`src/rec_pkg.sv`:
```
package rec_pkg;

    // Audio format.
    localparam int SAMPLE_BITS = 16;   // Bits captured per left frame.
    localparam int SLOT_BITS   = 32;   // Bit clocks per channel half.

    typedef logic signed [SAMPLE_BITS-1:0] sample_t;

    // Sample memory.
    localparam int ADDR_BITS = 20;
    localparam int MEM_WORDS = 64;     // Recording ends here.

    // Buffer slots, one credit each.
    localparam int BUF_DEPTH   = 4;
    localparam int CREDIT_BITS = $clog2(BUF_DEPTH + 1);

    // Recorder states.
    typedef enum logic [2:0] {
        S_IDLE,
        S_WAIT_HIGH,
        S_WAIT_LOW,
        S_SKIP,
        S_CAPTURE,
        S_PAUSE,
        S_FINISH
    } rec_state_t;

endpackage
```
`src/aud_rec_top.sv`:
```
`timescale 1ns/1ns

module aud_rec_top (
    input  logic                          i_clk,
    input  logic                          i_rst_n,
    input  logic                          i_start,
    input  logic                          i_pause,
    input  logic                          i_stop,
    input  logic                          i_lrc,
    input  logic                          i_data,
    input  logic                          i_mem_busy,
    output logic                          o_mem_we,
    output logic [rec_pkg::ADDR_BITS-1:0] o_mem_addr,
    output rec_pkg::sample_t              o_mem_data,
    output logic                          o_recording,
    output logic                          o_overrun,
    output logic                          o_done
);
    import rec_pkg::*;

    logic    s_valid;
    sample_t s_data;
    logic    credit_ret;
    logic    b_valid;
    sample_t b_data;
    logic    b_pop;
    logic    mem_full;

    i2s_recorder recorder_i (
        .i_clk        (i_clk),
        .i_rst_n      (i_rst_n),
        .i_start      (i_start),
        .i_pause      (i_pause),
        .i_stop       (i_stop),
        .i_lrc        (i_lrc),
        .i_data       (i_data),
        .i_mem_full   (mem_full),
        .i_credit_ret (credit_ret),
        .o_valid      (s_valid),
        .o_data       (s_data),
        .o_recording  (o_recording),
        .o_overrun    (o_overrun),
        .o_done       (o_done)
    );

    sample_buffer #(
        .DEPTH (BUF_DEPTH)
    ) buffer_i (
        .i_clk       (i_clk),
        .i_rst_n     (i_rst_n),
        .i_push      (s_valid),
        .i_push_data (s_data),
        .i_pop       (b_pop),
        .o_valid     (b_valid),
        .o_head      (b_data),
        .o_credit    (credit_ret)
    );

    mem_writer writer_i (
        .i_clk      (i_clk),
        .i_rst_n    (i_rst_n),
        .i_valid    (b_valid),
        .i_head     (b_data),
        .i_mem_busy (i_mem_busy),
        .i_start    (i_start),
        .o_pop      (b_pop),
        .o_mem_we   (o_mem_we),
        .o_mem_addr (o_mem_addr),
        .o_mem_data (o_mem_data),
        .o_mem_full (mem_full)
    );

endmodule

```
`src/mem_writer.sv`:
```
`timescale 1ns/1ns

module mem_writer (
    input  logic                          i_clk,
    input  logic                          i_rst_n,
    input  logic                          i_valid,
    input  rec_pkg::sample_t              i_head,
    input  logic                          i_mem_busy,
    input  logic                          i_start,
    output logic                          o_pop,
    output logic                          o_mem_we,
    output logic [rec_pkg::ADDR_BITS-1:0] o_mem_addr,
    output rec_pkg::sample_t              o_mem_data,
    output logic                          o_mem_full
);
    import rec_pkg::*;

    logic accept;

    assign o_pop  = i_valid && !o_mem_we && !o_mem_full;
    assign accept = o_mem_we && !i_mem_busy;  // Write lands this cycle.

    always_ff @(posedge i_clk or posedge i_rst_n) begin
        if (i_rst_n) begin
            o_mem_we   <= 1'b0;
            o_mem_addr <= '0;
            o_mem_full <= 1'b0;
        end else begin
            if (accept) begin
                o_mem_we <= 1'b0;
            end else if (o_pop) begin
                o_mem_we <= 1'b1;
            end

            // New recording always starts at word 0.
            if (i_start) begin
                o_mem_addr <= '0;
                o_mem_full <= 1'b0;
            end else if (accept) begin
                o_mem_addr <= o_mem_addr + 1'b1;
                if (o_mem_addr == ADDR_BITS'(MEM_WORDS - 1)) begin
                    o_mem_full <= 1'b1;
                end
            end
        end
    end

    always_ff @(posedge i_clk) begin
        if (o_pop) begin
            o_mem_data <= i_head;
        end
    end

    // Memory sees a steady request until it takes it.
    a_hold_while_busy: assert property (@(posedge i_clk) disable iff (i_rst_n)
        (o_mem_we && i_mem_busy && !i_start) |=>
            (o_mem_we && $stable(o_mem_addr) && $stable(o_mem_data)));

endmodule

```
`src/sample_buffer.sv`:
```
`timescale 1ns/1ns

module sample_buffer #(
    parameter int DEPTH = 4
) (
    input  logic             i_clk,
    input  logic             i_rst_n,
    input  logic             i_push,
    input  rec_pkg::sample_t i_push_data,
    input  logic             i_pop,
    output logic             o_valid,
    output rec_pkg::sample_t o_head,
    output logic             o_credit
);
    import rec_pkg::*;

    localparam int PTR_BITS = (DEPTH > 1) ? $clog2(DEPTH) : 1;
    localparam int CNT_BITS = $clog2(DEPTH + 1);

    sample_t             mem [DEPTH];
    logic [PTR_BITS-1:0] wr_ptr;
    logic [PTR_BITS-1:0] rd_ptr;
    logic [CNT_BITS-1:0] count;

    // Wraps for any depth, not just powers of two.
    function automatic logic [PTR_BITS-1:0] next_ptr(input logic [PTR_BITS-1:0] ptr);
        return (ptr == PTR_BITS'(DEPTH - 1)) ? '0 : ptr + 1'b1;
    endfunction

    assign o_valid = (count != '0);
    assign o_head  = mem[rd_ptr];

    always_ff @(posedge i_clk or posedge i_rst_n) begin
        if (i_rst_n) begin
            wr_ptr   <= '0;
            rd_ptr   <= '0;
            count    <= '0;
            o_credit <= 1'b0;
        end else begin
            o_credit <= i_pop;  // One credit back per pop.
            if (i_push) begin
                wr_ptr <= next_ptr(wr_ptr);
            end
            if (i_pop) begin
                rd_ptr <= next_ptr(rd_ptr);
            end
            case ({i_push, i_pop})
                2'b10:   count <= count + 1'b1;
                2'b01:   count <= count - 1'b1;
                default: count <= count;
            endcase
        end
    end

    always_ff @(posedge i_clk) begin
        if (i_push) begin
            mem[wr_ptr] <= i_push_data;
        end
    end

    // Full push means the producer ignored its credit count.
    a_no_push_full: assert property (@(posedge i_clk) disable iff (i_rst_n)
        i_push |-> count != CNT_BITS'(DEPTH));

    a_no_pop_empty: assert property (@(posedge i_clk) disable iff (i_rst_n)
        i_pop |-> o_valid);

endmodule

```
`src/i2s_recorder.sv`:
```
`timescale 1ns/1ns

module i2s_recorder (
    input  logic             i_clk,
    input  logic             i_rst_n,
    input  logic             i_start,
    input  logic             i_pause,
    input  logic             i_stop,
    input  logic             i_lrc,
    input  logic             i_data,
    input  logic             i_mem_full,
    input  logic             i_credit_ret,
    output logic             o_valid,
    output rec_pkg::sample_t o_data,
    output logic             o_recording,
    output logic             o_overrun,
    output logic             o_done
);
    import rec_pkg::*;

    rec_state_t                   state_r, state_w;
    logic [$clog2(SLOT_BITS)-1:0] bit_cnt_r;
    logic [SAMPLE_BITS-1:0]       shift_r;
    logic [CREDIT_BITS-1:0]       credit_r;
    logic                         active;
    logic                         shifting;
    logic                         frame_done;
    logic                         send;

    assign o_recording = state_r inside {S_WAIT_HIGH, S_WAIT_LOW, S_SKIP, S_CAPTURE};
    assign active      = o_recording || (state_r == S_PAUSE);
    assign shifting    = state_r inside {S_SKIP, S_CAPTURE};
    assign o_done      = (state_r == S_FINISH);
    assign send        = frame_done && (credit_r != '0);

    // #########################################################################
    // Frame state machine
    // #########################################################################
    always_comb begin
        state_w    = state_r;
        frame_done = 1'b0;
        case (state_r)
            S_IDLE: begin
                if (i_start) begin
                    state_w = S_WAIT_HIGH;
                end
            end
            S_WAIT_HIGH: begin
                if (i_lrc) begin
                    state_w = S_WAIT_LOW;
                end
            end
            S_WAIT_LOW: begin
                if (!i_lrc) begin
                    state_w = S_SKIP;  // Skip bit is on this edge.
                end
            end
            S_SKIP: begin
                state_w = S_CAPTURE;   // MSB taken here.
            end
            S_CAPTURE: begin
                if (bit_cnt_r == SAMPLE_BITS - 1) begin
                    state_w    = S_WAIT_HIGH;
                    frame_done = 1'b1;
                end
            end
            S_PAUSE: begin
                if (i_pause) begin
                    state_w = S_WAIT_HIGH;  // Resume on the next left frame.
                end
            end
            S_FINISH: begin
                state_w = S_IDLE;
            end
            default: begin
                state_w = S_IDLE;
            end
        endcase

        // A pause drops whatever frame is in flight.
        if (o_recording && i_pause) begin
            state_w    = S_PAUSE;
            frame_done = 1'b0;
        end
        if (active && (i_stop || i_mem_full)) begin
            state_w    = S_FINISH;
            frame_done = 1'b0;
        end
    end

    always_ff @(posedge i_clk or posedge i_rst_n) begin
        if (i_rst_n) begin
            state_r   <= S_IDLE;
            bit_cnt_r <= '0;
            credit_r  <= CREDIT_BITS'(BUF_DEPTH);
            o_valid   <= 1'b0;
            o_overrun <= 1'b0;
        end else begin
            state_r   <= state_w;
            bit_cnt_r <= shifting ? bit_cnt_r + 1'b1 : '0;
            o_valid   <= send;

            case ({send, i_credit_ret})
                2'b10:   credit_r <= credit_r - 1'b1;
                2'b01:   credit_r <= credit_r + 1'b1;
                default: credit_r <= credit_r;
            endcase

            if (state_r == S_IDLE && i_start) begin
                o_overrun <= 1'b0;
            end else if (frame_done && !send) begin
                o_overrun <= 1'b1;  // No free slot, sample lost.
            end
        end
    end

    // #########################################################################
    // Deserialiser
    // #########################################################################
    always_ff @(posedge i_clk) begin
        if (shifting) begin
            shift_r <= {shift_r[SAMPLE_BITS-2:0], i_data};
        end
        if (send) begin
            o_data <= {shift_r[SAMPLE_BITS-2:0], i_data};
        end
    end

    // #########################################################################
    // Checks
    // #########################################################################
    // Holds only if the buffer returns exactly one credit per pop.
    a_credit_bound: assert property (@(posedge i_clk) disable iff (i_rst_n)
        credit_r <= CREDIT_BITS'(BUF_DEPTH));

endmodule

```
`config.mk`:
```
export PLATFORM = sky130hd
export DESIGN_NAME = aud_rec_top
export DESIGN_NICKNAME = d
export VERILOG_FILES = /design/src/rec_pkg.sv /design/src/aud_rec_top.sv /design/src/mem_writer.sv /design/src/sample_buffer.sv /design/src/i2s_recorder.sv
export SDC_FILE = /design/constraint.sdc
export NUM_CORES = 1
export LEC_CHECK = 0
export BUFFER_PORTS_ARGS = -buffer_cell sky130_fd_sc_hd__buf_2
export CAP_MARGIN = 20
export CORE_ASPECT_RATIO = 0.5
export CORE_MARGIN = 2
export CORE_UTILIZATION = 35
export CTS_BUF_LIST = sky130_fd_sc_hd__clkbuf_4 sky130_fd_sc_hd__clkbuf_8
export CTS_CLUSTER_SIZE = 30
export DETAILED_ROUTE_END_ITERATION = 16
export PLACE_DENSITY = 0.62
export SYNTH_ARGS = -nofsm -noshare
export SYNTH_HDL_FRONTEND = slang
export SYNTH_SLANG_ARGS = --single-unit
```
`constraint.sdc`:
```
create_clock -name i_clk -period 3.8 [get_ports i_clk]
set_input_delay 0.38 -clock i_clk [delete_from_list [all_inputs] [get_ports i_clk]]
set_output_delay 0.38 -clock i_clk [all_outputs]
set_load 0.01 [all_outputs]
```
; ---- After elaboration in Yosys (flattened, before gate mapping)
; Memory sizes are Yosys's and may differ from the RTL's. A register that Yosys moved wholly into a read port is not among the register bits.
; Cells that the tools add are included.
[word_totals]
reg_bits = 74
ram_bits = 64
inputBits = 8
out_inout_bits = 40
wordCells = 97
mem_count = 1
[mem_list]
columns = memory, depth, word_bits, rd, rd_ports_with_merged_regs, wr, line_no
row1 = buffer_i.mem, 4, 16, 1, 1, 1, sample_buffer.sv:20  ; sample_t mem [DEPTH];
[op_classes]
n_addsub = 8
n_eq_ne = 19
n_mux = 28
reduce_logical = 27
[op_table]
columns = cell, n
row1 = 2-to-1 mux 20 bit, 2
row2 = 2-to-1 mux 3 bit, 7
row3 = adder 20 x 1 -> 20 bit (second input constant), 1
row4 = equality test 20 x 6 -> 1 bit (second input constant), 1
row5 = one-hot mux 3 bit (6 select lines), 1
row6 = inequality test 4 bit (second input constant), 4
row7 = nonzero test 2 bit, 7
row8 = 2-to-1 mux 1 bit, 13
row9 = one-hot mux 3 bit (2 select lines), 2
row10 = equality test 3 bit (second input constant), 3
row11 = equality test 2 bit (second input constant), 4
row12 = logical AND 1 bit, 8
row13 = adder 3 x 1 -> 3 bit (second input constant), 2
row14 = equality test 3 x 2 -> 1 bit (second input constant), 2
row15 = nonzero test 3 bit, 2
row16 = subtractor 3 x 1 -> 3 bit (second input constant), 2
row17 = adder 5 x 1 -> 5 bit (second input constant), 1
row18 = equality test 5 x 4 -> 1 bit (second input constant), 1
row19 = 2-to-1 mux 5 bit, 1
row20 = AND reduction 5 bit, 1
row21 = adder 2 x 1 -> 2 bit (second input constant), 2
row22 = equality test 2 x 1 -> 1 bit (second input constant), 2
row23 = logical NOT 1 bit, 4
row24 = 2-to-1 mux 2 bit, 2
row25 = other kinds (6), 7

; ---- Longest topological paths before layout
; Gate-level depths: netlist of the first run.
[depth]
depth_word = 10
mapped_depth = 11
ltp_nobuf = 11

; ---- By module
; Synthesis of the first run repeated with hierarchy kept, for this count alone.
[hier_totals]
hier_cells = 366
area_unflattened_um2 = 6112.1
[modules_own_cells]
columns = mod, instances, cells_per_inst, area_each_um2, seq_area_each_um2
row1 = sample_buffer, 1, 120, 2780.2, 2122.0
row2 = i2s_recorder, 1, 112, 1712.9, 1257.5
row3 = mem_writer, 1, 134, 1619.1, 1031.0

; ---- Worst setup path after synthesis of the first run
; Ideal clock, no wire load.
[synth_timing]
path_kind = register to register
from = register recorder_i.bit_cnt_r[0]
to = register recorder_i.credit_r[1]
setup_ps = 125
arrival_ps = 2593
t_required_ps = 3675
path_slack_ps = 1082
path_stages_with_launch = 10
path_buffers = 0
period_less_slack_ps = 2718
path_cell_list = dfrtp_1 > ha_1 > and3_1 > ha_1 > or4bb_1 > or3_1 > ha_1 > inv_1 > fa_1 > mux2_2
[synth_between]
elab_chain_cells = 8
elab_cells_between_ends = 10
cone_classes = 3 x eq/ne / 5 x mux / 2 x reduce/logical
[synth_rtl]
columns = element, line_no
row1 = start: declaration, i2s_recorder.sv:22  ; logic [$clog2(SLOT_BITS)-1:0] bit_cnt_r;
row2 = start signal: assignment, i2s_recorder.sv:100  ; bit_cnt_r <= shifting ? bit_cnt_r + 1'b1 : '0;
row3 = equality test 5 x 4 -> 1 bit *, i2s_recorder.sv:62  ; if (bit_cnt_r == SAMPLE_BITS - 1) begin
row4 = 2-to-1 mux 1 bit *, i2s_recorder.sv:62
row5 = 2-to-1 mux 1 bit *, i2s_recorder.sv:42  ; case (state_r)
row6 = 2-to-1 mux 1 bit *, i2s_recorder.sv:81  ; if (o_recording && i_pause) begin
row7 = 2-to-1 mux 1 bit *, i2s_recorder.sv:85  ; if (active && (i_stop || i_mem_full)) begin
row8 = logical AND 1 bit *, i2s_recorder.sv:34  ; assign send = frame_done && (credit_r != '0);
row9 = equality test 2 x 1 -> 1 bit or equality test 2 bit (tied branches), i2s_recorder.sv:103  ; case ({send, i_credit_ret})
row10 = one-hot mux 3 bit (2 select lines) or nonzero test 2 bit (tied branches), -
row11 = end signal: assignment, i2s_recorder.sv:104  ; 2'b10: credit_r <= credit_r - 1'b1;
row12 = end signal: assignment, i2s_recorder.sv:105  ; 2'b01: credit_r <= credit_r + 1'b1;
row13 = end signal: assignment, i2s_recorder.sv:106  ; default: credit_r <= credit_r;
row14 = end: declaration, i2s_recorder.sv:24  ; logic [CREDIT_BITS-1:0] credit_r;
; Mark *: on every way between the ends. The rest lies on a longest branch, timed or not.
; A chain may end at the register's enable or synchronous reset.

; ---- Worst setup path in the final report of the first run
; Same ends and word-level chain as after synthesis.

==> flow_summary_export.csv, run 1 <==
group,metric,value,unit
logic_synthesis,synth_top_area_frac,0.552,
sta,setup_ws,0.951,ns
pwr,power_leakage,0.00257,µW
logic_synthesis,ys.flop_type,"edfxtp_1",
final_layout,layout_common_cells,"111 x edfxtp_1, 47 x buf_2, 42 x dfrtp_1, 27 x nor2_1, 17 x clkbuf_8",
sta,worst-slew-pin-transition,0.925,ns
logic_synthesis,synth_cells,370,
die,die_y,96.9,µm
die,start_util,0.363,
pwr,switching_share,0.261,
final_layout,antenna_cells,0,
pwr,p_per_area,509,nW/µm²
pwr,netSwitchingPower,920,µW
die,fp.dieW,190,µm
logic_synthesis,syn_avg_cell_area,16.3,µm²
pwr,total_power,3520,µW
worst_setup_path,critPathMaxFanout,3,
final_layout,final_util,0.416,
drt,first_pass_iters,4,
worst_setup_path,cp-end-kind,"flop",
placed_design,preCtsSetupSlack,0.949,ns
global_routing,grt_pass1_vias,3112,
pwr,p_int,2600,µW
sta,finalSetupTns,0,ns
drt,drt_wl_total,10400,µm
drt,remaining_drc_errors,0,
sta,period_minus_slack,2.85,ns
worst_setup_path,crit_required,4.13,ns
clock_network,cts_setup_buffers,0,
global_routing,antenna_found_initial,0,
clock_network,clk_path_buf_depth,2,
drt,drtIter0Drc,292,
clock_network,cts_tree,"built",
sta,period_share,0.750,
sta,fmax,0.351,GHz
logic_synthesis,synth_top_area_cell,"edfxtp_1",
drt,vias_per_cell,4.71,
pwr,pwr-share-clk,0.345,
logic_synthesis,syn_nets,390,
pwr,irDropWorstVdd,0.000209,V
logic_synthesis,yosysUniqueCellTypes,46,
die,rows,33,
logic_synthesis,synth.top_cells.by_area,"edfxtp_1 55%, dfrtp_1 17%, mux4_2 6.0%",
worst_setup_path,criticalPathCategory,"flop to flop",
logic_synthesis,async_reset_ff_frac,0.279,
clock_network,cts_root_buf,"clkbuf_8",
sta,rsz0062_at_grt,"false",
final_layout,layout-drive-gt1-share,0.242,
sta,drv_slew,0,
logic_synthesis,syn_area,6040,µm²
clock_network,postCtsHoldBufs,0,
logic_synthesis,synth-edff-count,111,
die,ioPinCount,48,
clock_network,cts_num_sinks,154,
clock_network,h-tree-depth,4,
drt,drtAntennaViolNets,0,
final_layout,layout_commonest_cell,"edfxtp_1",
sta,skew,0.0193,ns
die,core_region_area,16600,µm²
sta,slew_headroom,0.383,
final_layout,finalNetCount,445,
placed_design,routabilityCongestion,0.745,
job,cap_violations,0,
clock_network,cts.repair.resized,0,
logic_synthesis,seq_area_frac_synth,0.730,
clock_network,cts_buffers,17,
worst_setup_path,worstRegToRegCells,9,
global_routing,grt_pass1_wl,16900,µm
worst_hold_path,hold_depth,1,
pwr,pwr-share-seq,0.584,
placed_design,numPortBuffers,47,
drt,wire_per_inst,15.6,µm
pwr,comb_power_share,0.071,
clock_network,clk_latency,0.44,ns
sta,hold_viol,0,
sta,setup-violations-final,0,
worst_setup_path,critPathArrivalTime,3.17,ns
die,fp.dieArea,18400,µm²
worst_hold_path,hp-class,"input pin to flop",
global_routing,grt-ovfl-total,0,
logic_synthesis,synth_seq_cells,154,
final_layout,area_growth,14.4,%
clock_network,path_clk_slew,0.09,ns
global_routing,track_usage,0.122,
placed_design,dp.final_hpwl,6430,µm
drt,dr_total_vias,3133,
outcome,status,"finished, final reports clean",
worst_setup_path,start_kind,"flop",
logic_synthesis,yosys_warnings,0,
global_routing,grt_max_degree,44,
[critical path, stage by stage, from the launching register on]
cell,delay [ns]
dfrtp_1,0.38
ha_1,0.18
and3_1,0.16
ha_1,0.15
or4bb_1,0.51
or3_1,0.39
ha_1,0.24
inv_1,0.07
fa_1,0.40
mux2_2,0.26
[layer usage]
metal,vias to the layer above,part of all wire,track usage,routed length (µm)
met5,-,0,0,0
met4,0,0.016,0.0555,169
met3,14,0.040,0.0287,412
met2,65,0.43,0.170,4500
met1,1543,0.51,0.181,5270
li1,1511,-,-,-
[power by group through the flow]
stage | Clock (µW) | Combinational (µW) | Sequential (µW)
after global placement | 0 | 256 | 2080
after CTS | 1260 | 255 | 2050
final | 1210 | 251 | 2050
after global routing | 1340 | 288 | 2070
after detailed placement | 0 | 256 | 2090
after floorplan | 0 | 229 | 2030
[cell usage after synthesis, types with 7 or more instances]
library cell  count
nor3_1           10
dfrtp_1          42
ha_1             10
a21oi_1          10
xnor2_1          14
nor4_1            8
nand2_1          12
xor2_1            7
o21ai_0          10
mux4_2           16
or3_1             9
clkbuf_1         11
nor2_1           27
edfxtp_1        111
inv_1            16
[flip-flops by register name, summed over array words and instances, names as in the netlist]
| signal | flops |
|---|---|
| buffer_i.mem | 64 |
| writer_i.o_mem_addr | 20 |
| recorder_i.o_data | 16 |
| writer_i.o_mem_data | 16 |
| recorder_i.shift_r | 15 |
| recorder_i.bit_cnt_r | 5 |
| buffer_i.count | 3 |
| recorder_i.credit_r | 3 |
| recorder_i.state_r | 3 |
| buffer_i.rd_ptr | 2 |
| buffer_i.wr_ptr | 2 |
| buffer_i.o_credit | 1 |
| recorder_i.o_overrun | 1 |
| recorder_i.o_valid | 1 |
| writer_i.o_mem_full | 1 |
| writer_i.o_mem_we | 1 |
[final cells by class]
type	instances	area, µm²
sequential	154	4410
clock inverter	15	154
timing repair buffer	49	250
clock buffer	17	234
inverter	16	60.1
multi-input combinational	187	1520
fill	1517	9730
tap	227	284
[kinds of logic after synthesis]
logic type                 share of synthesized area
adders and majority gates                     0.0290
xor gates and xnor gates                      0.0304
and+or+nand+nor                               0.0909
muxes                                         0.0704
DFF                                            0.730
buffers and inverters                         0.0184
AOI/OAI and AO/OA                             0.0311
[path summary, 6_finish.rpt]
path	start	to	slack, ns
worst max-delay path	recorder_i.bit_cnt_r[0]	recorder_i.credit_r[1]	0.95
worst min-delay path	i_data	recorder_i.shift_r[0]	0.13
worst max register to register	recorder_i.bit_cnt_r[0]	recorder_i.credit_r[1]	0.95
worst min register to register	recorder_i.shift_r[14]	recorder_i.o_data[15]	0.42
max in group asynchronous	i_rst_n	writer_i.o_mem_addr[11]	3.10
min in group asynchronous	i_rst_n	buffer_i.count[1]	0.14
[through the flow]
stage          hold WS [ns]  cells  cell area (µm²)
5_1_grt              0.0975    665             6910
3_5_place_dp          0.405    633             6530
2_1_floorplan         0.400    370             6040
3_3_place_gp          0.407    633             6530
4_1_cts               0.100    665             6910
6_report              0.134    665             6910
Note: power is estimated with default switching activity, not from simulation.
==> run 2, diff against run 1 <==
--- a/config.mk
+++ b/config.mk
@@ -13,7 +13,7 @@
 export CTS_BUF_LIST = sky130_fd_sc_hd__clkbuf_4 sky130_fd_sc_hd__clkbuf_8
 export CTS_CLUSTER_SIZE = 30
 export DETAILED_ROUTE_END_ITERATION = 16
-export PLACE_DENSITY = 0.62
+export PLACE_DENSITY = 0.64
 export SYNTH_ARGS = -nofsm -noshare
 export SYNTH_HDL_FRONTEND = slang
 export SYNTH_SLANG_ARGS = --single-unit
==> constraint.sdc (replaced) <==
create_clock -name i_clk -period 2.3 [get_ports i_clk]
set_input_delay 0.23 -clock i_clk [delete_from_list [all_inputs] [get_ports i_clk]]
set_output_delay 0.23 -clock i_clk [all_outputs]
set_load 0.01 [all_outputs]
==> flow_summary_export.csv, run 2 (same netlist as run 1, synthesis figures left out) <==
group,metric,value,unit
final_layout,finalNetCount,475,
worst_setup_path,crit_slowest_cell,"or4bb_1",
pwr,switching_share,0.251,
drt,dr_total_vias,3313,
pwr,total_power,5990,µW
die,start_util,0.363,
pwr,p_int,4490,µW
worst_setup_path,max_stage_delay,0.42,ns
drt,first_pass_iters,6,
sta,setup_ws,-0.352,ns
clock_network,cts_tree,"built",
pwr,pwr-share-seq,0.555,
placed_design,routabilityCongestion,0.796,
final_layout,layout_commonest_cell,"edfxtp_1",
sta,rsz0062_at_grt,"true",
worst_setup_path,path_delay_family,"simple AND/OR/NAND/NOR gates",
die,die_y,96.9,µm
sta,period_minus_slack,2.65,ns
sta,fmax,0.377,GHz
worst_setup_path,cp-end-kind,"flop",
drt,remaining_drc_errors,0,
clock_network,cts_buffers,17,
placed_design,place_inst,658,
drt,drt_wl_total,10600,µm
clock_network,path_clk_slew,0.09,ns
outcome,violations,"negative setup slack",
die,ioPinCount,48,
clock_network,clk_latency,0.45,ns
clock_network,clk_path_buf_depth,2,
worst_setup_path,start_kind,"flop",
clock_network,h-tree-depth,4,
die,fp.dieW,190,µm
global_routing,grt-ovfl-total,0,
sta,worst-slew-pin-transition,0.502,ns
final_layout,largest_reg_flops,64,
pwr,p_per_area,832,nW/µm²
drt,wire_per_inst,15.2,µm
clock_network,cts_root_buf,"clkbuf_8",
drt,vias_per_cell,4.77,
final_layout,layout-drive-gt1-share,0.299,
drt,drtAntennaViolNets,0,
sta,skew,0.0138,ns
worst_setup_path,cp_num_buf_inv,1,
final_layout,stdcell_count,695,
sta,whs,0.0776,ns
final_layout,largest-register,"buffer_i.mem",
worst_setup_path,critPathArrivalTime,2.99,ns
final_layout,largestRegisters,"buffer_i.mem (64), writer_i.o_mem_addr (20)",
pwr,pwr-share-clk,0.344,
die,fp.dieArea,18400,µm²
placed_design,dp.final_hpwl,6730,µm
worst_setup_path,critPathMaxFanout,2,
placed_design,preCtsSetupSlack,-0.373,ns
worst_setup_path,crit_required,2.64,ns
global_routing,antenna_found_initial,0,
global_routing,track_usage,0.124,
global_routing,grt_max_degree,26,
final_layout,antenna_cells,0,
outcome,status,"finished with violations",
final_layout,layout_common_cells,"111 x edfxtp_1, 47 x buf_2, 42 x dfrtp_1, 29 x buf_4, 27 x nor2_1",
pwr,power_leakage,0.00272,µW
sta,slew_headroom,0.663,
global_routing,grt_pass1_vias,3368,
worst_setup_path,path_cells,"ha_2, and3_4, ha_4, or4bb_1, or3_4, ha_4, inv_2, fa_1, mux2_2",
die,rows,33,
die,core_region_area,16600,µm²
worst_setup_path,criticalPathCategory,"flop to flop",
clock_network,cts_num_sinks,154,
global_routing,grt_pass1_wl,17500,µm
worst_setup_path,cp_common_cell,"ha_4",
pwr,comb_power_share,0.102,
worst_hold_path,hp-class,"input pin to flop",
sta,finalSetupTns,-0.544,ns
drt,drtIter0Drc,158,
sta,hold_viol,0,
pwr,irDropWorstVdd,0.000375,V
sta,setup-violations-final,2,
placed_design,numPortBuffers,47,
job,cap_violations,0,
sta,period_share,1.15,
sta,drv_slew,0,
pwr,netSwitchingPower,1500,µW
final_layout,area_growth,19.3,%
## run 2: power by group through the flow
stage / clock network [µW] / registers (µW) / logic [µW]
2_1_floorplan: 0 / 3350 / 379
3_3_place_gp: 0 / 3370 / 590
3_5_place_dp: 0 / 3380 / 598
4_1_cts: 2120 / 3330 / 608
5_1_grt: 2250 / 3350 / 685
6_report: 2060 / 3320 / 610
## run 2: cell type report
| type | count | area, µm² |
|---|---|---|
| clock inverter | 14 | 156 |
| sequential | 154 | 4410 |
| timing repair buffer | 79 | 493 |
| inverter | 16 | 63.8 |
| fill | 1492 | 9430 |
| clock buffer | 18 | 241 |
| multi-input combinational | 187 | 1560 |
| tap | 227 | 284 |
## run 2: what timing repair did
action                                  CTS  global route
pin swaps                                 1             3
endpoints found under the hold margin    21             0
setup buffers                             1             2
hold buffers                              2             0
endpoints found under the setup margin    3            19
gates resized for setup                   0             2
## run 2: stage by stage
stage	instance area, µm²	util
2_1_floorplan	6070	-
4_1_cts	7180	0.431
5_1_grt	7210	0.433
3_5_place_dp	6750	0.406
6_report	7210	0.433
3_3_place_gp	6750	0.406
## run 2: path summary, 6_finish.rpt
kind / startpoint / end / slack [ns] / cells past startpoint
max: recorder_i.bit_cnt_r[0] / recorder_i.credit_r[1] / -0.35 / 9
min: i_mem_busy / writer_i.o_mem_we / 0.08 / 3
max reg2reg: recorder_i.bit_cnt_r[0] / recorder_i.credit_r[1] / -0.35 / 9
min reg2reg: recorder_i.shift_r[14] / recorder_i.o_data[15] / 0.42 / 0
max in group asynchronous: i_rst_n / recorder_i.bit_cnt_r[0] / 1.31 / 4
min in group asynchronous: i_rst_n / recorder_i.o_overrun / 0.32 / 3
## run 2: layer usage
metal / track usage / part of all wire / vias to the layer above / routed length, µm
li1: - / - / 1563 / -
met4: 0.0400 / 0.012 / 0 / 127
met2: 0.190 / 0.47 / 76 / 4990
met3: 0.0410 / 0.051 / 11 / 540
met1: 0.168 / 0.47 / 1663 / 4930
met5: 0 / 0 / - / 0
## run 2: worst reg2reg max path, delay by kind of cell, from the launching register on
family | cells | cell delay, ns
AND/OR/NAND/NOR | 3 | 1.02
adder cells (fa/ha/maj) | 4 | 0.86
flip-flops | 1 | 0.36
multiplexers | 1 | 0.26
buffers and inverters | 1 | 0.04
